<file path="src/field_pkg.sv">
// Prime field modulus, Fp and Fp2 element types, and modular add, subtract, negate, multiply.
package field_pkg;

  parameter int FE_BITS = 16; // Width of one Fp element.
  parameter int unsigned P = 65521; // Largest prime below 2^16.

  typedef logic [FE_BITS-1:0] fe_t; // One element of Fp, always kept below P.

  // An Fp2 element is c0 + c1*u, with c1 in the upper half of the packed word.
  typedef struct packed {
    fe_t c1;
    fe_t c0;
  } fe2_t;

  // Modular addition; the sum of two reduced values is below 2P, so one subtract suffices.
  function automatic fe_t fe_add(input fe_t a, input fe_t b);
    logic [FE_BITS:0] sum;
    sum = a + b; // One extra bit holds the carry.
    if (sum >= P) sum = sum - P[FE_BITS:0];
    return sum[FE_BITS-1:0];
  endfunction

  // Modular subtraction, wrapping through P when b is larger than a.
  function automatic fe_t fe_sub(input fe_t a, input fe_t b);
    logic [FE_BITS:0] dif;
    if (a >= b) dif = a - b;
    else dif = a + P[FE_BITS:0] - b; // Borrow from the modulus.
    return dif[FE_BITS-1:0];
  endfunction

  // Additive inverse. Zero maps to zero so the result stays reduced.
  function automatic fe_t fe_neg(input fe_t a);
    return (a == '0) ? '0 : fe_t'(P - a);
  endfunction

  // Full product followed by reduction with the remainder operator.
  function automatic fe_t fe_mul(input fe_t a, input fe_t b);
    logic [2*FE_BITS-1:0] prod;
    prod = a * b; // Double width product, no truncation.
    return fe_t'(prod % P);
  endfunction

endpackage

</file>
<file path="src/fmap_pkg.sv">
// Frobenius control word layout, power type, and the Fp6 coefficient tables for powers 0 to 3.
package fmap_pkg;

  // Default width of the control word that travels beside every data beat.
  parameter int CTL_BITS = 12;

  // Lowest bit of the 2-bit power field inside the control word.
  parameter int CTL_BIT_POW = 8;

  // Frobenius power, only 0 to 3 are supported.
  typedef logic [1:0] pow_t;

  // Coefficients applied to part c1 of the Fp6 element, indexed by power.
  // Entry 0 is one, so power 0 leaves the element unchanged.
  // The odd powers have a purely imaginary coefficient, as in the
  // pairing-friendly towers that this reduced field stands in for.
  parameter field_pkg::fe2_t FROB_C1 [4] = '{
    '{c1: 16'd0,     c0: 16'd1},     // Power 0.
    '{c1: 16'd14089, c0: 16'd0},     // Power 1.
    '{c1: 16'd0,     c0: 16'd37813}, // Power 2.
    '{c1: 16'd1,     c0: 16'd0}      // Power 3.
  };

  // Coefficients applied to part c2 of the Fp6 element, indexed by power.
  // All of these are real, so only the c0 half is ever non-zero.
  // Power 3 multiplies by minus one.
  parameter field_pkg::fe2_t FROB_C2 [4] = '{
    '{c1: 16'd0, c0: 16'd1},     // Power 0.
    '{c1: 16'd0, c0: 16'd37814}, // Power 1.
    '{c1: 16'd0, c0: 16'd27707}, // Power 2.
    '{c1: 16'd0, c0: 16'd65520}  // Power 3.
  };

  // The power field is read from the control word with this slice:
  //   ctl[CTL_BIT_POW +: 2]
  // Bits outside the field are opaque user bits and pass through unchanged.
  // Every module that touches the control word takes the width and the
  // field position as parameters, so a wider word can be used at the top.

endpackage

</file>
<file path="src/fe2_fmap.sv">
// Registered Fp2 Frobenius stage that conjugates each Fp2 pair for odd powers.
`timescale 1ns/1ps

module fe2_fmap #(
  parameter int CTL_BITS    = fmap_pkg::CTL_BITS,
  parameter int CTL_BIT_POW = fmap_pkg::CTL_BIT_POW
) (
  input  logic                i_clk,
  input  logic                i_rst,
  input  logic                i_val,
  input  field_pkg::fe_t      i_dat,
  input  logic [CTL_BITS-1:0] i_ctl,
  input  logic                i_o_rdy,
  output logic                o_rdy,
  output logic                o_val,
  output field_pkg::fe_t      o_dat,
  output logic                o_sop,
  output logic                o_eop,
  output logic [CTL_BITS-1:0] o_ctl
);

  fmap_pkg::pow_t pow; // Power field of the beat on the input.
  logic           odd_beat; // High when the input beat is the c1 half of a pair.
  logic           conj; // Negate this beat.

  assign pow      = i_ctl[CTL_BIT_POW +: 2];
  assign odd_beat = o_sop; // The sop toggle is set right after an even beat.
  assign conj     = odd_beat & pow[0]; // Conjugation only for powers 1 and 3.

  // The output register can take a beat when empty or draining this cycle.
  assign o_rdy = ~o_val | i_o_rdy;

  // Valid and framing. The sop flag doubles as the beat parity toggle.
  always_ff @(posedge i_clk) begin
    if (i_rst) begin
      o_val <= 1'b0;
      o_sop <= 1'b0;
      o_eop <= 1'b0;
    end else if (o_rdy) begin
      o_val <= i_val;
      if (i_val) begin
        o_sop <= ~o_sop; // Set on c0, cleared on c1.
        o_eop <= o_sop; // The c1 beat closes the pair.
      end
    end
  end

  // Payload follows every accepted beat.
  always_ff @(posedge i_clk) begin
    if (o_rdy && i_val) begin
      o_dat <= conj ? field_pkg::fe_neg(i_dat) : i_dat;
      o_ctl <= i_ctl;
    end
  end

endmodule

</file>
<file path="config.mk">
export PLATFORM = sky130hd
export DESIGN_NAME = fe2_fmap
export DESIGN_NICKNAME = d
export VERILOG_FILES = /design/src/field_pkg.sv /design/src/fmap_pkg.sv /design/src/fe2_fmap.sv
export SDC_FILE = /design/constraint.sdc
export NUM_CORES = 1
export LEC_CHECK = 0
export BUFFER_PORTS_ARGS = -buffer_cell sky130_fd_sc_hd__buf_4
export CAP_MARGIN = 20
export CORE_UTILIZATION = 50
export CTS_CLUSTER_DIAMETER = 150
export DETAILED_ROUTE_END_ITERATION = 7
export PLACE_DENSITY = 0.82
export SLEW_MARGIN = 40
export SYNTH_ARGS = -nofsm -noshare
export SYNTH_HDL_FRONTEND = slang
export SYNTH_SLANG_ARGS = --single-unit
export TNS_END_PERCENT = 1
</file>
<file path="constraint.sdc">
create_clock -name i_clk -period 3.65 [get_ports i_clk]
set_input_delay 0.365 -clock i_clk [delete_from_list [all_inputs] [get_ports i_clk]]
set_output_delay 0.365 -clock i_clk [all_outputs]
set_load 0.005 [all_outputs]
</file>
==> reports/qor.yml <==
end_kind: "flop"
antenna_found_initial: 0
hold_viol: 0
grt_use_met3: 0.0585
cp-startpoint: "i_dat[4]"
ys_ff_latch: 31
synth_edf_count: 28
ys_seq_area_frac: 0.631
rr_startpoint: "o_sop$_SDFFE_PP0P_"
dp_cells: 204
setup_viol: 0
area_delta_synth_final_pct: 39.1
holdCritStartpoint: "i_rst"
nets: 213
outcome: "finished clean"
ioPinCount: 64
grt_usage: 0.202
wl_per_cell_um: 13.4
clk_pin_slew_ps: 90
portBuffers: 63
p_int_mw: 0.630
cts_tree: "built"
dp_hpwl_um: 2150
seq_power_share: 0.527
finalCritPeriodShare: 0.389
grt_use_met1: 0.238
dpl_worst_slack_ps: 1860
design.core.area_um2: 2730
dr.first_iter.drc_count: 17
synth_flop_cell: "edfxtp_1"
leakage_nw: 0.828
slew_violations: 0
synth_cell_type_count: 37
cp.required_ps: 3730
cts_setup_buffers: 0
pwr-share-clk: 0.314
cts.htree.levels: 2
ant_nets: 0
cts_made_buffers: 5
vias: 1133
finalSetupTns_ps: 0
fillers: 183
synthCells: 115
fin_skew_ps: 5.57
syn-num-nets: 148
grt-busiest-layer: "met2"
synth.avg_cell_area_um2: 12.4
synthArstFlopShare: 0
p_comb_frac: 0.159
layout.cells.non_filler: 212
cap_violations: 0
grt_pass1_wl_um: 4730
wl_um: 2840
worstPathArrival_ps: 1500
p_per_area_nw_per_um2: 408
ctsHoldBuffers: 0
gr-total-overflow: 0
clk_latency_ps: 330
grt_max_degree: 29
criticalPathCategory: "input port to flop"
die_h_um: 55.4
viasPerCell: 5.34
netlist_area_um2: 1430
period_needed_ps: 1420
cts_repair_resize_count: 0
max-vdd-ir-drop_uv: 362
gp_congestion: 0.831
fp-row-count: 19
drc: 0
dr.pass1.iters: 7
worst_slew_pin_slew_ps: 551
cp-start-kind: "input port"
die_area_um2: 3070
netSwitchingPower_mw: 0.179
max_clock_freq_ghz: 0.703
clock-sinks: 31
switching_share: 0.222
fp.dieW_um: 55.4
initial_core_util: 0.522
ys_warn_count: 0
relSlewSlack: 0.632
drive_gt1_frac: 0.442
final_critical_path_setup_slack_ps: 2230
hp-class: "input port to flop"
rsz0062_at_grt: "false"
cts_buffer_depth: 2
path_max_fanout: 10
grt_pass1_vias: 1067
ctsRootBufferMaster: "clkbuf_4"
grtUsageMet2: 0.313
diodes: 0
path summary, 6_finish.rpt:
| check | slack, ps | to | cells after the start |
|---|---|---|---|
| setup / recovery | 2230 | o_dat[15]$_DFFE_PP_ | 5 |
| hold / removal | 200 | o_eop$_SDFFE_PP0P_ | 2 |
| setup reg to reg | 2240 | o_dat[13]$_DFFE_PP_ | 4 |
| hold reg to reg | 480 | o_eop$_SDFFE_PP0P_ | 2 |
power by group through the flow:
stage,registers (mW),logic (mW),clock network (mW)
3_3_place_gp,0.434,0.126,0
6_report,0.426,0.129,0.254
3_5_place_dp,0.435,0.130,0
5_1_grt,0.429,0.142,0.272
2_1_floorplan,0.438,0.0489,0
4_1_cts,0.427,0.130,0.261
critical path, stage by stage:
cell and delay [ps]:
buf_4 130, nor4_1 270, nand4_1 290, nor2_4 340, nor4_2 90
layout make-up:
class                           count  area [um^2]  share of cell area
Sequential cell                    31          901               0.454
Clock buffer                        5         37.5              0.0189
Timing Repair Buffer               63          473               0.238
Multi-Input combinational cell     73          474               0.239
Clock inverter                      3         38.8              0.0195
Inverter                            6         22.5              0.0113
Tap cell                           31         38.8              0.0195
layout by cell type (no fill, tap or decap), types with 2 or more instances in the layout:
cell type	instances
o21ai_0	4
dfxtp_1	3
nand3_1	2
a31oi_1	3
nand2_1	6
xnor2_1	9
nor2_1	12
edfxtp_1	28
a21oi_1	5
buf_4	63
a41oi_1	3
nor4_1	2
inv_1	5
clkbuf_4	5
nand2b_1	2
and2_1	3
nor3_1	3
synth_stat cells, types with 2 or more instances:
cell type | count | area [um^2]
inv_1 | 6 | 22.5
nand2b_1 | 2 | 12.5
clkbuf_1 | 3 | 11.3
dfxtp_1 | 3 | 60.1
nand3_1 | 2 | 10.0
a41oi_1 | 3 | 26.3
nand2_1 | 6 | 22.5
edfxtp_1 | 28 | 841
a21oi_1 | 5 | 25.0
and2_1 | 3 | 18.8
nor2_1 | 12 | 45.0
nor4_1 | 2 | 12.5
xnor2_1 | 9 | 78.8
o21ai_0 | 4 | 20.0
nor3_1 | 3 | 15.0
a31oi_1 | 3 | 18.8
metrics by stage:
| step | power, mW | util | cell area (um^2) | hold slack (ps) |
|---|---|---|---|---|
| 4_1_cts | 0.818 | 0.726 | 1990 | 188 |
| 3_5_place_dp | 0.565 | 0.698 | 1910 | 468 |
| 3_3_place_gp | 0.560 | 0.698 | 1910 | 441 |
| 5_1_grt | 0.843 | 0.726 | 1990 | 186 |
| 6_report | 0.809 | 0.726 | 1990 | 200 |
| 2_1_floorplan | 0.486 | - | 1430 | 434 |
kinds of logic after synthesis:
kind of cell,share of synthesized area
compound gates,0.0947
xor+xnor,0.0614
fa+ha+maj,0.00876
buf+inv,0.0368
flops,0.631
mux,0.00701
simple gates,0.160
registers in the layout (all words and copies together) (netlist names):
register / cells
o_ctl: 12
o_val: 1
o_dat: 16
o_eop: 1
o_sop: 1
layer usage:
layer | vias to the layer above | wire length [um] | part of all wire
met4 | 0 | 123 | 0.043
met5 | - | 0 | 0
li1 | 556 | - | -
met3 | 14 | 179 | 0.063
met2 | 53 | 1350 | 0.48
met1 | 510 | 1190 | 0.42
Note: power is estimated with default switching activity, not from simulation.
