[src/field_pkg.sv]
// Prime field modulus, Fp and Fp2 element types, and modular add, subtract, negate, multiply.
package field_pkg;

  parameter int FE_BITS = 16; // Width of one Fp element.
  parameter int unsigned P = 65521; // Largest prime below 2^16.

  typedef logic [FE_BITS-1:0] fe_t; // One element of Fp, always kept below P.

  // An Fp2 element is c0 + c1*u, with c1 in the upper half of the packed word.
  typedef struct packed {
    fe_t c1;
    fe_t c0;
  } fe2_t;

  // Modular addition; the sum of two reduced values is below 2P, so one subtract suffices.
  function automatic fe_t fe_add(input fe_t a, input fe_t b);
    logic [FE_BITS:0] sum;
    sum = a + b; // One extra bit holds the carry.
    if (sum >= P) sum = sum - P[FE_BITS:0];
    return sum[FE_BITS-1:0];
  endfunction

  // Modular subtraction, wrapping through P when b is larger than a.
  function automatic fe_t fe_sub(input fe_t a, input fe_t b);
    logic [FE_BITS:0] dif;
    if (a >= b) dif = a - b;
    else dif = a + P[FE_BITS:0] - b; // Borrow from the modulus.
    return dif[FE_BITS-1:0];
  endfunction

  // Additive inverse. Zero maps to zero so the result stays reduced.
  function automatic fe_t fe_neg(input fe_t a);
    return (a == '0) ? '0 : fe_t'(P - a);
  endfunction

  // Full product followed by reduction with the remainder operator.
  function automatic fe_t fe_mul(input fe_t a, input fe_t b);
    logic [2*FE_BITS-1:0] prod;
    prod = a * b; // Double width product, no truncation.
    return fe_t'(prod % P);
  endfunction

endpackage

[src/fmap_pkg.sv]
// Frobenius control word layout, power type, and the Fp6 coefficient tables for powers 0 to 3.
package fmap_pkg;

  // Default width of the control word that travels beside every data beat.
  parameter int CTL_BITS = 12;

  // Lowest bit of the 2-bit power field inside the control word.
  parameter int CTL_BIT_POW = 8;

  // Frobenius power, only 0 to 3 are supported.
  typedef logic [1:0] pow_t;

  // Coefficients applied to part c1 of the Fp6 element, indexed by power.
  // Entry 0 is one, so power 0 leaves the element unchanged.
  // The odd powers have a purely imaginary coefficient, as in the
  // pairing-friendly towers that this reduced field stands in for.
  parameter field_pkg::fe2_t FROB_C1 [4] = '{
    '{c1: 16'd0,     c0: 16'd1},     // Power 0.
    '{c1: 16'd14089, c0: 16'd0},     // Power 1.
    '{c1: 16'd0,     c0: 16'd37813}, // Power 2.
    '{c1: 16'd1,     c0: 16'd0}      // Power 3.
  };

  // Coefficients applied to part c2 of the Fp6 element, indexed by power.
  // All of these are real, so only the c0 half is ever non-zero.
  // Power 3 multiplies by minus one.
  parameter field_pkg::fe2_t FROB_C2 [4] = '{
    '{c1: 16'd0, c0: 16'd1},     // Power 0.
    '{c1: 16'd0, c0: 16'd37814}, // Power 1.
    '{c1: 16'd0, c0: 16'd27707}, // Power 2.
    '{c1: 16'd0, c0: 16'd65520}  // Power 3.
  };

  // The power field is read from the control word with this slice:
  //   ctl[CTL_BIT_POW +: 2]
  // Bits outside the field are opaque user bits and pass through unchanged.
  // Every module that touches the control word takes the width and the
  // field position as parameters, so a wider word can be used at the top.

endpackage

[src/fe6_fmap.sv]
// Fp6 Frobenius sequencer that routes beats through the Fp2 stages and frames the result.
`timescale 1ns/1ps

module fe6_fmap #(
  parameter int CTL_BITS    = fmap_pkg::CTL_BITS,
  parameter int CTL_BIT_POW = fmap_pkg::CTL_BIT_POW
) (
  input  logic                 i_clk,
  input  logic                 i_rst,
  // Top level stream, one Fp beat per transfer.
  input  logic                 i_val,
  input  field_pkg::fe_t       i_dat,
  input  logic [CTL_BITS-1:0]  i_ctl,
  output logic                 o_rdy,
  output logic                 o_val,
  output field_pkg::fe_t       o_dat,
  output logic                 o_sop,
  output logic                 o_eop,
  output logic [CTL_BITS-1:0]  o_ctl,
  input  logic                 i_o_rdy,
  // Out to the Fp2 Frobenius stage and back.
  output logic                 o_f2_val,
  output field_pkg::fe_t       o_f2_dat,
  output logic [CTL_BITS-1:0]  o_f2_ctl,
  input  logic                 i_f2_rdy,
  input  logic                 i_f2r_val,
  input  field_pkg::fe_t       i_f2r_dat,
  input  logic [CTL_BITS-1:0]  i_f2r_ctl,
  output logic                 o_f2r_rdy,
  // Out to the Fp2 multiplier and back, two Fp values per outgoing beat.
  output logic                 o_mul_val,
  output field_pkg::fe_t [1:0] o_mul_dat,
  output logic                 o_mul_sop,
  output logic [CTL_BITS-1:0]  o_mul_ctl,
  input  logic                 i_mul_rdy,
  input  logic                 i_mulr_val,
  input  field_pkg::fe_t       i_mulr_dat,
  input  logic [CTL_BITS-1:0]  i_mulr_ctl,
  output logic                 o_mulr_rdy,
  // Coefficient lookup, answered in the same cycle.
  output fmap_pkg::pow_t       o_pow,
  output logic [2:0]           o_beat,
  input  field_pkg::fe_t       i_coeff
);

  logic [2:0] mul_cnt; // Beat index of the next beat towards the multiplier.
  logic [2:0] out_cnt; // Beat index of the next beat on the top output.
  logic       f2r_take; // A mapped beat enters the multiplier path register.
  logic       mulr_take; // A product beat enters the output register.

  // Each path register accepts when empty or when it empties this cycle.
  assign o_rdy      = ~o_f2_val | i_f2_rdy;
  assign o_f2r_rdy  = ~o_mul_val | i_mul_rdy;
  assign o_mulr_rdy = ~o_val | i_o_rdy;

  assign f2r_take  = i_f2r_val & o_f2r_rdy;
  assign mulr_take = i_mulr_val & o_mulr_rdy;

  // The coefficient is looked up for the mapped beat now at the input.
  assign o_pow  = i_f2r_ctl[CTL_BIT_POW +: 2];
  assign o_beat = mul_cnt;

  // Valids, counters and framing.
  always_ff @(posedge i_clk) begin
    if (i_rst) begin
      o_f2_val  <= 1'b0;
      o_mul_val <= 1'b0;
      o_mul_sop <= 1'b0;
      o_val     <= 1'b0;
      o_sop     <= 1'b0;
      o_eop     <= 1'b0;
      mul_cnt   <= '0;
      out_cnt   <= '0;
    end else begin
      if (o_rdy) o_f2_val <= i_val;
      if (o_f2r_rdy) begin
        o_mul_val <= i_f2r_val;
        if (i_f2r_val) begin
          o_mul_sop <= ~mul_cnt[0]; // Even beats open an Fp2 pair.
          mul_cnt   <= (mul_cnt == 3'd5) ? 3'd0 : mul_cnt + 3'd1;
        end
      end
      if (o_mulr_rdy) begin
        o_val <= i_mulr_val;
        if (i_mulr_val) begin
          o_sop   <= (out_cnt == 3'd0);
          o_eop   <= (out_cnt == 3'd5);
          out_cnt <= (out_cnt == 3'd5) ? 3'd0 : out_cnt + 3'd1;
        end
      end
    end
  end

  // Payload registers of the three paths.
  always_ff @(posedge i_clk) begin
    if (o_rdy && i_val) begin
      o_f2_dat <= i_dat;
      o_f2_ctl <= i_ctl;
    end
    if (f2r_take) begin
      o_mul_dat <= {i_coeff, i_f2r_dat}; // Coefficient high, element low.
      o_mul_ctl <= i_f2r_ctl;
    end
    if (mulr_take) begin
      o_dat <= i_mulr_dat;
      o_ctl <= i_mulr_ctl;
    end
  end

endmodule

[config.mk]
export PLATFORM = sky130hd
export DESIGN_NAME = fe6_fmap
export DESIGN_NICKNAME = d
export VERILOG_FILES = /design/src/field_pkg.sv /design/src/fmap_pkg.sv /design/src/fe6_fmap.sv
export SDC_FILE = /design/constraint.sdc
export NUM_CORES = 1
export LEC_CHECK = 0
export BUFFER_PORTS_ARGS = -buffer_cell sky130_fd_sc_hd__buf_2
export CAP_MARGIN = 15
export CORE_ASPECT_RATIO = 1.2
export CORE_MARGIN = 10
export CORE_UTILIZATION = 45
export DETAILED_ROUTE_END_ITERATION = 16
export HOLD_SLACK_MARGIN = 0.02
export PLACE_DENSITY = 0.84
export SYNTH_ARGS = -nofsm -noshare
export SYNTH_HDL_FRONTEND = slang
export SYNTH_SLANG_ARGS = --single-unit
[constraint.sdc]
create_clock -name i_clk -period 3.04 [get_ports i_clk]
set_clock_uncertainty 0.05 [all_clocks]
set_input_delay 0.152 -clock i_clk [delete_from_list [all_inputs] [get_ports i_clk]]
set_output_delay 0.152 -clock i_clk [all_outputs]
set_load 0.05 [all_outputs]
==> metrics.yaml, run 1 <==
dpl_cell_area_sq_um: 4740
start_util_pct: 46.2
clock-root-buffer: "clkbuf_8"
async_reset_ff_share_pct: 0
synth.distinct_cells: 23
cts_max_level: 3
synth_edf_count: 100
syn_area_per_cell_sq_um: 21.6
synth-seq-cells: 112
yosysSeqAreaShare_pct: 91.6
netlist_area_sq_um: 3540
numCtsBuffers: 9
gp_congestion: 0.751
haltStage: "clock tree synthesis"
cts.sinks: 112
clk_path_buf_depth: 2
post-dp-hpwl_um: 7960
status: "aborted with a tool error"
post_cts_buffers: 0
io_buffers: 221
dp_cells: 472
fp.dieW_um: 101
die_h_um: 117
error_line: "[ERROR RSZ-0060] Max buffer count reached."
holdBufCountCts: 101
post_cts_resized: 0
ys.flop_type: "edfxtp_1"
ios: 222
netlist_instances: 164
rows: 35
yosys_warnings: 0
synth_nets: 272
synth_stat cells, types with 2 or more instances:
cell,n,area share (%)
a21oi_1,6,0.85
a311oi_1,2,0.49
a31o_2,2,0.49
buf_2,3,0.42
buf_4,2,0.42
dfxtp_1,12,6.8
edfxtp_1,100,85
inv_1,5,0.53
nand2b_1,6,1.1
nand3_1,2,0.28
nand4_1,2,0.35
nor2_1,6,0.64
nor3_1,2,0.28
o21ai_0,5,0.71
cells by family after synthesis:
| group | after synthesis | synth area share (%) |
|---|---|---|
| flip-flops | 112 | 91.6 |
| AO/OA/AOI/OAI | 17 | 3.04 |
| AND/OR/NAND/NOR | 24 | 3.92 |
| buffers and inverters | 11 | 1.48 |
metrics by stage:
| step | hold slack [ns] | utilization, % | worst slack (ns) |
|---|---|---|---|
| after detailed placement | 0.280 | 61.8 | 1.20 |
| after global placement | 0.279 | 61.8 | 1.30 |
| after floorplan | 0.201 | - | 0.848 |
==> inputs of run 2 (changes only) <==
- CORE_ASPECT_RATIO: 1.2 -> default
- CORE_UTILIZATION: 45 -> 40
- HOLD_SLACK_MARGIN: 0.02 -> default
- PLACE_DENSITY: 0.84 -> default
- PLACE_DENSITY_LB_ADDON: default -> 0.15
==> metrics.yaml, run 2 <==
fp.dieW_um: 114  # +13%
crit_fanout: 32
period_needed_ns: 1.83
report.final.setup_viol: 0
dpl_cell_area_sq_um: 4770  # +0.74%
hold_viol: 0
cpPeakStageDelay_ns: 0.65
largest_reg_flops: 32
start_kind: "flop"
io_buffers: 221  # unchanged
grt_pass1_wl_um: 16700
setup.worst_path.start: "o_mul_val"
yosysSeqAreaShare_pct: 91.6  # unchanged
fp.coreArea_sq_um: 8680
status: "finished clean"
first_global_vias: 3030
post_drt_wl_per_cell_um: 18.6
synth_xor_area_share_pct: 0  # unchanged
switching_share_pct: 28.3
fin_crit_sh_pct: 60.2
synthTopCellsByCount: "edfxtp_1, dfxtp_1, a21oi_1, nand2b_1, nor2_1"
synth-seq-cells: 112  # unchanged
cts_tree: "yes"
grtUsageTotal_pct: 16.6
syn_area_per_cell_sq_um: 21.6  # unchanged
top_regs: "o_mul_dat (32), o_dat (16), o_f2_dat (16)"
worstPathArrival_ns: 1.84
rr_endpoint: "o_mul_dat[25]"
synth-adder-area-share_pct: 0  # unchanged
yosys_warnings: 0  # unchanged
final.setup.tns_ns: 0
cap_violations: 0
switching_power_mw: 0.934
seqPwrFrac_pct: 54.8
drt-pass1-iter-count: 5
path_class: "flop to flop"
maxSlewViolCount: 0
cp-endpoint: "o_mul_dat[25]"
grt_max_degree: 33
internal_power_mw: 2.36
yosys.area.top_type: "edfxtp_1"
synth.most_common_cell: "edfxtp_1"
cts_max_level: 3  # unchanged
yosysTopAreaCellShare_pct: 84.8  # unchanged
clk_pin_slew_worst_paths_ns: 0.10
combPwrFrac_pct: 19.7
ir_drop_v: 0.000255
synth_edf_count: 100  # unchanged
die_h_um: 114  # -2.6%
slew_headroom_pct: 53.6
synth.distinct_cells: 23  # unchanged
synthSimpleGateAreaFrac_pct: 3.92  # unchanged
dieArea_sq_um: 13000
ant_nets: 0
netlist_area_sq_um: 3540  # unchanged
stdcell_area_sq_um: 5970
fin_nets: 602
drive_above_1_share_pct: 48.5
pwr-share-clk_pct: 25.5
critPathSlowestCell: "and2_2"
cp-end-kind: "flop"
synthTopCellsByArea: "edfxtp_1, dfxtp_1, nand2b_1"
clk_latency_ns: 0.35
drt-initial-drc-count: 110
netlist_instances: 164  # unchanged
antenna_found_initial: 0
post-dp-hpwl_um: 8030  # +0.88%
p_per_area_nw_per_um2: 552
synthMuxAreaShare_pct: 0  # unchanged
tightest_slew_ns: 0.695
diodes: 0
ios: 222  # unchanged
synth_compound_area_share_pct: 3.04  # unchanged
clock-root-buffer: "clkbuf_8"
gp_congestion: 0.783  # +4.3%
synth_top_family_by_area: "simple AND/OR/NAND/NOR gates"
final_cell_mix: "buf_2, dlygate4sd3_1, edfxtp_1, dfxtp_1, clkbuf_8"
synthToLayoutAreaGrowth_pct: 68.6
clk_path_buf_depth: 2  # unchanged
synth_nets: 272  # unchanged
power_mw: 3.30
async_reset_ff_share_pct: 0  # unchanged
p_leak_nw: 2.56
holdCritPathClass: "input port to flop"
routed_wl_um: 11300
rsz0062_at_grt: "no"
worstPathCellList: "nand2b_1 > and2_2 > buf_4"
vias: 2712
r2r-start: "o_mul_val"
gr-total-overflow: 0
numCtsBuffers: 9  # unchanged
rows: 34  # -2.9%
max_freq_ghz: 0.546
ys.flop_type: "edfxtp_1"
start_util_pct: 40.8  # -5.4 points
cts.sinks: 112  # unchanged
post_drt_via_cell_ratio: 4.47
final_common_cell: "buf_2"
r2r_slack_ns: 1.21
drcViolationCount: 0
r2r_cells: 3
max_flop_register: "o_mul_dat"
worstPathRequired_ns: 3.05
## run 2: cell counts after synthesis
Identical to the previous run, type by type.
## run 2: per-stage QoR
| stage | util, % | setup slack, ns | hold slack (ns) | instances |
|---|---|---|---|---|
| after floorplan | - | 0.848 | 0.201 | 164 |
| after global placement | 55.0 | 1.29 | 0.279 | 490 |
| after detailed placement | 55.0 | 1.22 | 0.280 | 490 |
| after CTS | 68.8 | 1.20 | 0.00865 | 607 |
| after global routing | 68.8 | 1.10 | 0.0471 | 607 |
| final | 68.8 | 1.21 | 0.0314 | 607 |
## run 2: final cells by class
cell class              count  area, sq um
fillers                   621         2710
inverters                   5         18.8
repair buffers            325         2140
clock inverters             6         58.8
well taps                 108          135
multi-input cells          41          248
clock buffers              10          128
flip-flops and latches    112         3240
## run 2: power by group through the flow
stage / registers [mW] / logic (mW) / clock network [mW]
global route: 1.82 / 0.678 / 0.933
CTS: 1.81 / 0.650 / 0.871
global placement: 1.84 / 0.540 / 0
finish: 1.81 / 0.648 / 0.842
floorplan: 2.14 / 0.0618 / 0
detailed placement: 1.84 / 0.545 / 0
## run 2: cells by family (layout without fill, tap and decap cells)
group                  after synthesis  after routing
AO/OA/AOI/OAI                       17             17
buffers and inverters               11            346
flip-flops                         112            112
AND/OR/NAND/NOR                     24             24
## run 2: worst min path at each step
stage,from,endpoint,slack [ns],cells after the start
2_1_floorplan,i_mulr_ctl[0],o_ctl[0],0.20,0
3_3_place_gp,i_coeff[0],o_mul_dat[16],0.28,1
3_5_place_dp,i_mulr_dat[5],o_dat[5],0.28,1
4_1_cts,i_f2r_val,o_mul_val,0.009,3
5_1_grt,i_f2r_val,o_mul_val,0.05,3
6_report,i_f2r_val,o_mul_val,0.03,3
## run 2: repair_timing
item / in CTS / in global routing
hold buffers: 101 / 0
endpoints found under the setup margin: 0 / 0
resized for setup: 0 / 0
hold endpoints to repair: 101 / 0
setup buffers: 0 / 0
## run 2: metal layers
metal | up-vias | track usage, % | share of wire, %
met5 | - | 0 | 0
met4 | 0 | 7.52 | 2.5
met3 | 20 | 4.98 | 7.3
met2 | 133 | 29.9 | 53
met1 | 1275 | 17.4 | 37
li1 | 1284 | - | -
## run 2: critical path, delay by kind of cell, from the launching register on
| kind | cells | cell delay, ns |
|---|---|---|
| buffers and inverters | 1 | 0.33 |
| flip-flops | 1 | 0.32 |
| AND/OR/NAND/NOR | 2 | 0.84 |
Power figures use the tool's default switching activity.
