**src/field_pkg.sv**
```systemverilog
// Prime field modulus, Fp and Fp2 element types, and modular add, subtract, negate, multiply.
package field_pkg;

  parameter int FE_BITS = 16; // Width of one Fp element.
  parameter int unsigned P = 65521; // Largest prime below 2^16.

  typedef logic [FE_BITS-1:0] fe_t; // One element of Fp, always kept below P.

  // An Fp2 element is c0 + c1*u, with c1 in the upper half of the packed word.
  typedef struct packed {
    fe_t c1;
    fe_t c0;
  } fe2_t;

  // Modular addition; the sum of two reduced values is below 2P, so one subtract suffices.
  function automatic fe_t fe_add(input fe_t a, input fe_t b);
    logic [FE_BITS:0] sum;
    sum = a + b; // One extra bit holds the carry.
    if (sum >= P) sum = sum - P[FE_BITS:0];
    return sum[FE_BITS-1:0];
  endfunction

  // Modular subtraction, wrapping through P when b is larger than a.
  function automatic fe_t fe_sub(input fe_t a, input fe_t b);
    logic [FE_BITS:0] dif;
    if (a >= b) dif = a - b;
    else dif = a + P[FE_BITS:0] - b; // Borrow from the modulus.
    return dif[FE_BITS-1:0];
  endfunction

  // Additive inverse. Zero maps to zero so the result stays reduced.
  function automatic fe_t fe_neg(input fe_t a);
    return (a == '0) ? '0 : fe_t'(P - a);
  endfunction

  // Full product followed by reduction with the remainder operator.
  function automatic fe_t fe_mul(input fe_t a, input fe_t b);
    logic [2*FE_BITS-1:0] prod;
    prod = a * b; // Double width product, no truncation.
    return fe_t'(prod % P);
  endfunction

endpackage

```
**src/fmap_pkg.sv**
```systemverilog
// Frobenius control word layout, power type, and the Fp6 coefficient tables for powers 0 to 3.
package fmap_pkg;

  // Default width of the control word that travels beside every data beat.
  parameter int CTL_BITS = 12;

  // Lowest bit of the 2-bit power field inside the control word.
  parameter int CTL_BIT_POW = 8;

  // Frobenius power, only 0 to 3 are supported.
  typedef logic [1:0] pow_t;

  // Coefficients applied to part c1 of the Fp6 element, indexed by power.
  // Entry 0 is one, so power 0 leaves the element unchanged.
  // The odd powers have a purely imaginary coefficient, as in the
  // pairing-friendly towers that this reduced field stands in for.
  parameter field_pkg::fe2_t FROB_C1 [4] = '{
    '{c1: 16'd0,     c0: 16'd1},     // Power 0.
    '{c1: 16'd14089, c0: 16'd0},     // Power 1.
    '{c1: 16'd0,     c0: 16'd37813}, // Power 2.
    '{c1: 16'd1,     c0: 16'd0}      // Power 3.
  };

  // Coefficients applied to part c2 of the Fp6 element, indexed by power.
  // All of these are real, so only the c0 half is ever non-zero.
  // Power 3 multiplies by minus one.
  parameter field_pkg::fe2_t FROB_C2 [4] = '{
    '{c1: 16'd0, c0: 16'd1},     // Power 0.
    '{c1: 16'd0, c0: 16'd37814}, // Power 1.
    '{c1: 16'd0, c0: 16'd27707}, // Power 2.
    '{c1: 16'd0, c0: 16'd65520}  // Power 3.
  };

  // The power field is read from the control word with this slice:
  //   ctl[CTL_BIT_POW +: 2]
  // Bits outside the field are opaque user bits and pass through unchanged.
  // Every module that touches the control word takes the width and the
  // field position as parameters, so a wider word can be used at the top.

endpackage

```
**src/fe6_fmap_coeffs.sv**
```systemverilog
// Combinational table that returns the Frobenius coefficient beat for a power and beat index.
`timescale 1ns/1ps

module fe6_fmap_coeffs (
  input  fmap_pkg::pow_t i_pow,
  input  logic [2:0]     i_beat,
  output field_pkg::fe_t o_coeff
);

  field_pkg::fe2_t c1_sel; // Coefficient for Fp6 part c1 at this power.
  field_pkg::fe2_t c2_sel; // Coefficient for Fp6 part c2 at this power.

  assign c1_sel = fmap_pkg::FROB_C1[i_pow];
  assign c2_sel = fmap_pkg::FROB_C2[i_pow];

  // Beats 0 and 1 are part c0 of the element, which is multiplied by one.
  // Beats 2 to 5 take the halves of the table entry, c0 half first.
  always_comb begin
    case (i_beat)
      3'd0: o_coeff = field_pkg::fe_t'(1); // Real half of one.
      3'd1: o_coeff = '0; // Imaginary half of one.
      3'd2: o_coeff = c1_sel.c0;
      3'd3: o_coeff = c1_sel.c1;
      3'd4: o_coeff = c2_sel.c0;
      3'd5: o_coeff = c2_sel.c1;
      default: o_coeff = '0; // Counters never reach 6 or 7.
    endcase
  end

endmodule

```
**config.mk**
```make
export PLATFORM = sky130hd
export DESIGN_NAME = fe6_fmap_coeffs
export DESIGN_NICKNAME = d
export VERILOG_FILES = /design/src/field_pkg.sv /design/src/fmap_pkg.sv /design/src/fe6_fmap_coeffs.sv
export SDC_FILE = /design/constraint.sdc
export NUM_CORES = 1
export LEC_CHECK = 0
export BUFFER_PORTS_ARGS = -buffer_cell sky130_fd_sc_hd__buf_2
export CORE_AREA = 4 4 41 43
export DETAILED_ROUTE_END_ITERATION = 10
export DIE_AREA = 0 0 45 47
export PLACE_DENSITY_LB_ADDON = 0.15
export REMOVE_ABC_BUFFERS = 1
export SLEW_MARGIN = 20
export SYNTH_ARGS = -nofsm -noshare
export SYNTH_HDL_FRONTEND = slang
export SYNTH_SLANG_ARGS = --single-unit
```
**constraint.sdc**
```tcl
create_clock -name vclk -period 2.62
set_clock_uncertainty 0.05 [all_clocks]
set_input_delay 0.262 -clock vclk [all_inputs]
set_output_delay 0.262 -clock vclk [all_outputs]
set_load 0.005 [all_outputs]
```
==> metrics, run 1 <==
status=finished, final reports clean; Slew HR=0.8824; # IOs=21; WS Path Type=in2out; Netlist Area Pre-Place=260.3 sq um; FF+latch count=0; Post-CTS Hold Buffers=0; post-CTS sizing=0; setup violators final=0; worst slew pin tran=0.1764 ns; largest net degree at the start of global routing=11; gr usage total=0.06216; unrepaired setup endpoints after global routing=false; Core ar.=0.001301 sq mm; WL/cell=9.859 um; Post CTS Setup Buffer Count=0; routed vias/inst=4.016; Initial Util=0.2000; VDD IR max=0.00003344 V; DIE AREA=0.002115 sq mm; clkbuf count=0; Syn. warnings=0; initial antenna violation count=0; Mean Syn Cell Area=7.436 sq um; Period minus WS final=1.630 ns; drt drc=0; Worst EP arrival=1.32 ns; Syn Inst Count=35; Nets=60; CP Launch Type=primary input; final WL=631 um; Die X=45 um; GRT overflow=0; router iterations before antenna repair=2; post-synth cell types=18; n_diodes=0; Hold Fails Final Rpt=0; CP Capture Type=output pin; Final Cycle Share=0.6222; remaining antenna violation count after routing=0; Die Height=47 um; GPL Wtd Cong=0.6704; routed via count=257; area grow syn2layout=25.96%; Max Cap Viol=0; leak pwr=0.2119 nW; Port Buffers=21; vias in the first global route=248; Seq/Total Area, Yosys=0; Sequential cell area=0 sq um; CP max FO=6; CP required=2.31 ns; fmax=0.6135 GHz; FILL cells=160; Max Slew Vio Count=0; initial DRC count=3; site row count=13; PD cells=123.5 mW/mm^2; Worst Hold Class=in2out; first-pass GRT wire length=1055 um; share of layout cells above drive strength 1=0.4898; setup_tns=0 ns; Tot Pwr=40.49 uW
==> power by group <==
part	leakage [nW]	internal [mW]	switching, mW	total, mW
clock network	0	0	0	0
registers	0	0	0	0
logic	0.212	0.0197	0.0208	0.0405
total	0.212	0.0197	0.0208	0.0405
==> area by class of cell <==
type | count | area, sq um | share of cell area
well taps | 15 | 18.77 | 0.05725
inverters | 2 | 7.507 | 0.02290
multi-input cells | 26 | 196.4 | 0.5992
repair buffers | 21 | 105.1 | 0.3206
==> per-stage QoR <==
stage                     hold slack, ns  worst slack (ns)  cell area [sq um]  utilization  std cells
after detailed placement          0.8400            0.9666              327.8       0.2519         64
after floorplan                   0.5016             1.300              203.9            -         28
final                             0.8394            0.9899              327.8       0.2519         64
after global routing              0.8923            0.9113              327.8       0.2519         64
after global placement            0.8456            0.9821              327.8       0.2519         64
after CTS                         0.8388            0.9660              327.8       0.2519         64
==> cells in the final DEF, fill, tap and decap left out, types with 2 or more instances in the layout <==
cell type,synthesis,routed
a21oi_1,3,3
and2b_1,2,2
and3_1,3,3
buf_2,0,21
ha_1,4,4
inv_1,2,2
nand2_1,3,3
nor2_1,2,2
==> critical path, stage by stage <==
cell and delay, ns:
buf_2 0.14, inv_1 0.08, ha_1 0.21, nor2_1 0.08
maj3_2 0.30, o21ai_1 0.12, buf_2 0.13
==> routing by layer <==
layer,track usage,vias up,wire length [um]
met5,0,-,0
met4,0,0,0
met3,0,0,62
met2,0.1102,14,257
met1,0.08989,101,310
li1,-,142,-
==> path summary, 6_finish.rpt <==
| kind | startpoint | to | cells past startpoint | slack, ns |
|---|---|---|---|---|
| worst max-delay path | i_pow[0] | o_coeff[0] | 7 | 0.99 |
| worst min-delay path | i_beat[0] | o_coeff[2] | 3 | 0.84 |
==> cells by family (layout without fill, tap and decap cells) <==
| family | count (synthesis) | after routing | share of synthesized area |
|---|---|---|---|
| multiplexers | 1 | 1 | 0.05768 |
| adder cells (fa/ha/maj) | 5 | 5 | 0.2356 |
| AO/OA/AOI/OAI | 7 | 7 | 0.1827 |
| buffers and inverters | 9 | 23 | 0.2452 |
| AND/OR/NAND/NOR | 13 | 13 | 0.2788 |
==> Yosys cell counts, drive strengths merged <==
| library cell | count | area (sq um) |
|---|---|---|
| a21oi | 3 | 15.01 |
| a22o | 1 | 8.760 |
| a31o | 1 | 8.760 |
| a32o | 1 | 10.01 |
| and2b | 2 | 15.01 |
| and3 | 3 | 18.77 |
| buf | 7 | 56.30 |
| ha | 4 | 50.05 |
| inv | 2 | 7.510 |
| maj3 | 1 | 11.26 |
| mux2 | 1 | 15.01 |
| nand2 | 3 | 11.26 |
| nand2b | 1 | 6.260 |
| nand3 | 1 | 5.000 |
| nor2 | 2 | 7.510 |
| nor2b | 1 | 8.760 |
| o21ai | 1 | 5.000 |
Note: power is estimated with default switching activity, not from simulation.
==> run 2, diff against run 1 <==
Clock period 2.62 ns to 1.35 ns, I/O delays scaled along.
==> metrics, run 2 (same netlist as run 1, synthesis figures left out) <==
clkbuf count=0; worst slew pin tran=0.1787 ns; share of layout cells above drive strength 1=0.5577; DP HPWL=563.1 um; # IOs=21; vias in the first global route=254; Period minus WS final=1.292 ns; gr usage total=0.06216; router iterations before antenna repair=4; routed via count=286; Slew HR=0.8809; Sw Ratio=0.4850; end-of-flow core utilization=0.2740; Hold Fails Final Rpt=0; initial DRC count=5; FILL cells=160; Initial Util=0.2000; setup violators final=0; WL/cell=9.254 um; fmax=0.7739 GHz; Sequential Power Share=0; CP max FO=4; setup_tns=0 ns; final WL=620 um; GPL Wtd Cong=0.6407; first-pass GRT wire length=1041 um; Port Buffers=21; DIE AREA=0.002115 sq mm; Max Slew Vio Count=0; Worst Hold Class=in2out; Sequential cell area=0 sq um; most common cell after layout, fill and taps aside=buf_2; FF+latch count=0; Net Switching=41.83 uW; largest net degree at the start of global routing=11; CP Capture Type=output pin; PD cells=241.9 mW/mm^2; leak pwr=0.2270 nW; clock power share=0; Die Height=47 um; VDD IR max=0.00006397 V; Die X=45 um; setup ws final=0.05784 ns; Comb pwr share=1.000; pre-CTS WS=0.02491 ns; Internal Power=44.42 uW; status=finished, final reports clean; CP Launch Type=primary input; site row count=13; routed vias/inst=4.269; n_diodes=0; Core ar.=0.001301 sq mm; remaining antenna violation count after routing=0; Nets=63; CP required=1.16 ns; Max Cap Viol=0; drt drc=0; Worst EP arrival=1.11 ns; initial antenna violation count=0; Final Cycle Share=0.9572; WS Path Type=in2out; area grow syn2layout=37.02%; GRT overflow=0
## run 2: changes by cell type in the layout (fill, tap and decap cells not counted)
cell / previous run / this run
buf_4: 0 / 3
ha_1: 4 / 3
ha_2: 0 / 1
o21ai_1: 1 / 0
o21ai_2: 0 / 1
## run 2: timing repair
| item | CTS | global route |
|---|---|---|
| hold buffers | 0 | 0 |
| setup buffers | 0 | 0 |
| setup endpoints to repair | 0 | 4 |
| resized for setup | 0 | 2 |
## run 2: worst max-delay path, cell delays in order
cell and delay [ns]:
buf_2 0.12, inv_1 0.08, ha_2 0.19, nor2_1 0.05
maj3_2 0.30, o21ai_2 0.10, buf_2 0.12
## run 2: layer usage
layer | GRT usage | routed length, um | vias up
met5 | 0 | 0 | -
met1 | 0.09213 | 297 | 122
met4 | 0 | 0 | 0
met3 | 0 | 49 | 0
li1 | - | - | 150
met2 | 0.1073 | 272 | 14
## run 2: final timing paths
path              cells past startpoint  startpoint          to  slack [ns]
hold / removal                        3   i_beat[0]  o_coeff[2]        0.59
setup / recovery                      7    i_pow[0]  o_coeff[0]        0.06
## run 2: area by class of cell
cell class	count	area, sq um	area share
timing repair buffer	24	127.6	0.3579
multi-input combinational	26	202.7	0.5684
inverter	2	7.507	0.02105
tap	15	18.77	0.05263
## run 2: power by group through the flow
| stage | combinational, mW | sequential (mW) | clock (mW) |
|---|---|---|---|
| 2_1_floorplan | 0.0396 | 0 | 0 |
| 3_3_place_gp | 0.0889 | 0 | 0 |
| 3_5_place_dp | 0.0865 | 0 | 0 |
| 4_1_cts | 0.0865 | 0 | 0 |
| 5_1_grt | 0.0994 | 0 | 0 |
| 6_report | 0.0862 | 0 | 0 |
## run 2: through the flow
step | instance area, sq um | total power [mW] | hold slack (ns) | std cells
after CTS | 350.3 | 0.08650 | 0.5848 | 67
final | 356.6 | 0.08625 | 0.5918 | 67
after floorplan | 203.9 | 0.03964 | 0.2476 | 28
after global placement | 350.3 | 0.08888 | 0.5920 | 67
after detailed placement | 350.3 | 0.08645 | 0.5852 | 67
after global routing | 356.6 | 0.09937 | 0.6430 | 67
==> run 3, diff against run 2 <==
Settings changed: RECOVER_POWER from default to 100.
==> metrics, run 3 (same netlist as run 1, synthesis figures left out) <==
status=finished, final reports clean; Post CTS Setup Buffer Count=0; Final Cycle Share=0.9572; n_diodes=0; final WL=622 um; Hold Path Origin=i_beat[0]; gr usage total=0.06216; Hold Fails Final Rpt=0; site row count=13; clkbuf count=0; setup violators final=0; Die X=45 um; most frequent cells in the layout=buf_2, clkbuf_1; share of layout cells above drive strength 1=0.4615; Sequential cell area=0 sq um; Die Height=47 um; Comb pwr share=1.000; area grow syn2layout=34.62%; Max Slew Vio Count=0; Worst Hold Class=in2out; DIE AREA=0.002115 sq mm; Design Area, Final=350.3 sq um; CP Launch Type=primary input; CP max FO=4; vias in the first global route=254; Port Buffers=21; Max Cap Viol=0; Slew HR=0.8809; VDD IR max=0.00006329 V; drt drc=0; GRT overflow=0; routed vias/inst=4.299; first-pass GRT wire length=1041 um; Hold WS=0.5762 ns; CP Capture Type=output pin; dpl cell area=350.3 sq um; CP required=1.16 ns; Net Switching=42.16 uW; initial antenna violation count=0; pre-CTS WS=0.02491 ns; Tot Pwr=85.07 uW; Period minus WS final=1.292 ns; most common cell after layout, fill and taps aside=buf_2; FF+latch count=0; Nets=63; PD cells=242.8 mW/mm^2; router iterations before antenna repair=4; Worst EP arrival=1.11 ns; WL/cell=9.284 um; setup ws final=0.05784 ns; initial DRC count=5; # IOs=21; Core ar.=0.001301 sq mm; Sequential Power Share=0; DP HPWL=563.1 um; Post-CTS Hold Buffers=0; Initial Util=0.2000; Internal Power=42.91 uW; post-CTS sizing=0; routed via count=288; GPL Wtd Cong=0.6407; Sw Ratio=0.4955; hold path depth=3; end-of-flow core utilization=0.2692; remaining antenna violation count after routing=0; fmax=0.7739 GHz; largest net degree at the start of global routing=11; leak pwr=0.2042 nW; Hold Crit Endpoint=o_coeff[2]; worst slew pin tran=0.1787 ns; clock power share=0; WS Path Type=in2out
run 3: cell types whose count changed in the layout (fill, tap and decap cells not counted):
cell	delta
buf_2	-8
clkbuf_2	+3
clkbuf_1	+5
run 3: per-layer routing:
metal | vias to the layer above | track usage | share of wire
met5 | - | 0 | 0
met4 | 0 | 0 | 0
met3 | 0 | 0 | 0.092
met2 | 14 | 0.1073 | 0.44
met1 | 124 | 0.09213 | 0.47
li1 | 150 | - | -
run 3: how the worst max path moves through the flow:
stage	startpoint	end	slack (ns)	cells past startpoint
after floorplan	i_pow[0]	o_coeff[12]	0.28	4
after global placement	i_pow[0]	o_coeff[0]	0.04	7
after detailed placement	i_pow[0]	o_coeff[0]	0.02	7
after CTS	i_pow[0]	o_coeff[0]	0.03	7
after global routing	i_pow[0]	o_coeff[0]	-0.01	7
final	i_pow[0]	o_coeff[0]	0.06	7
run 3: area by class of cell:
type / count / area, sq um
Fill cell: 160 / 950.9
Timing Repair Buffer: 24 / 121.4
Multi-Input combinational cell: 26 / 202.7
Inverter: 2 / 7.507
Tap cell: 15 / 18.77
run 3: power by group through the flow:
stage	sequential [mW]	clock, mW	combinational [mW]
after global routing	0	0	0.0980
final	0	0	0.0851
after detailed placement	0	0	0.0865
after global placement	0	0	0.0889
after CTS	0	0	0.0865
after floorplan	0	0	0.0396
run 3: metrics by stage:
step	setup TNS (ns)	cells
global route	-0.01218	67
detailed placement	0	67
floorplan	0	28
global placement	0	67
CTS	0	67
finish	0	67
run 3: worst max-delay path, stage by stage:
cell,delay [ns]
buf_2,0.12
inv_1,0.08
ha_2,0.19
nor2_1,0.05
maj3_2,0.30
o21ai_2,0.10
buf_2,0.12
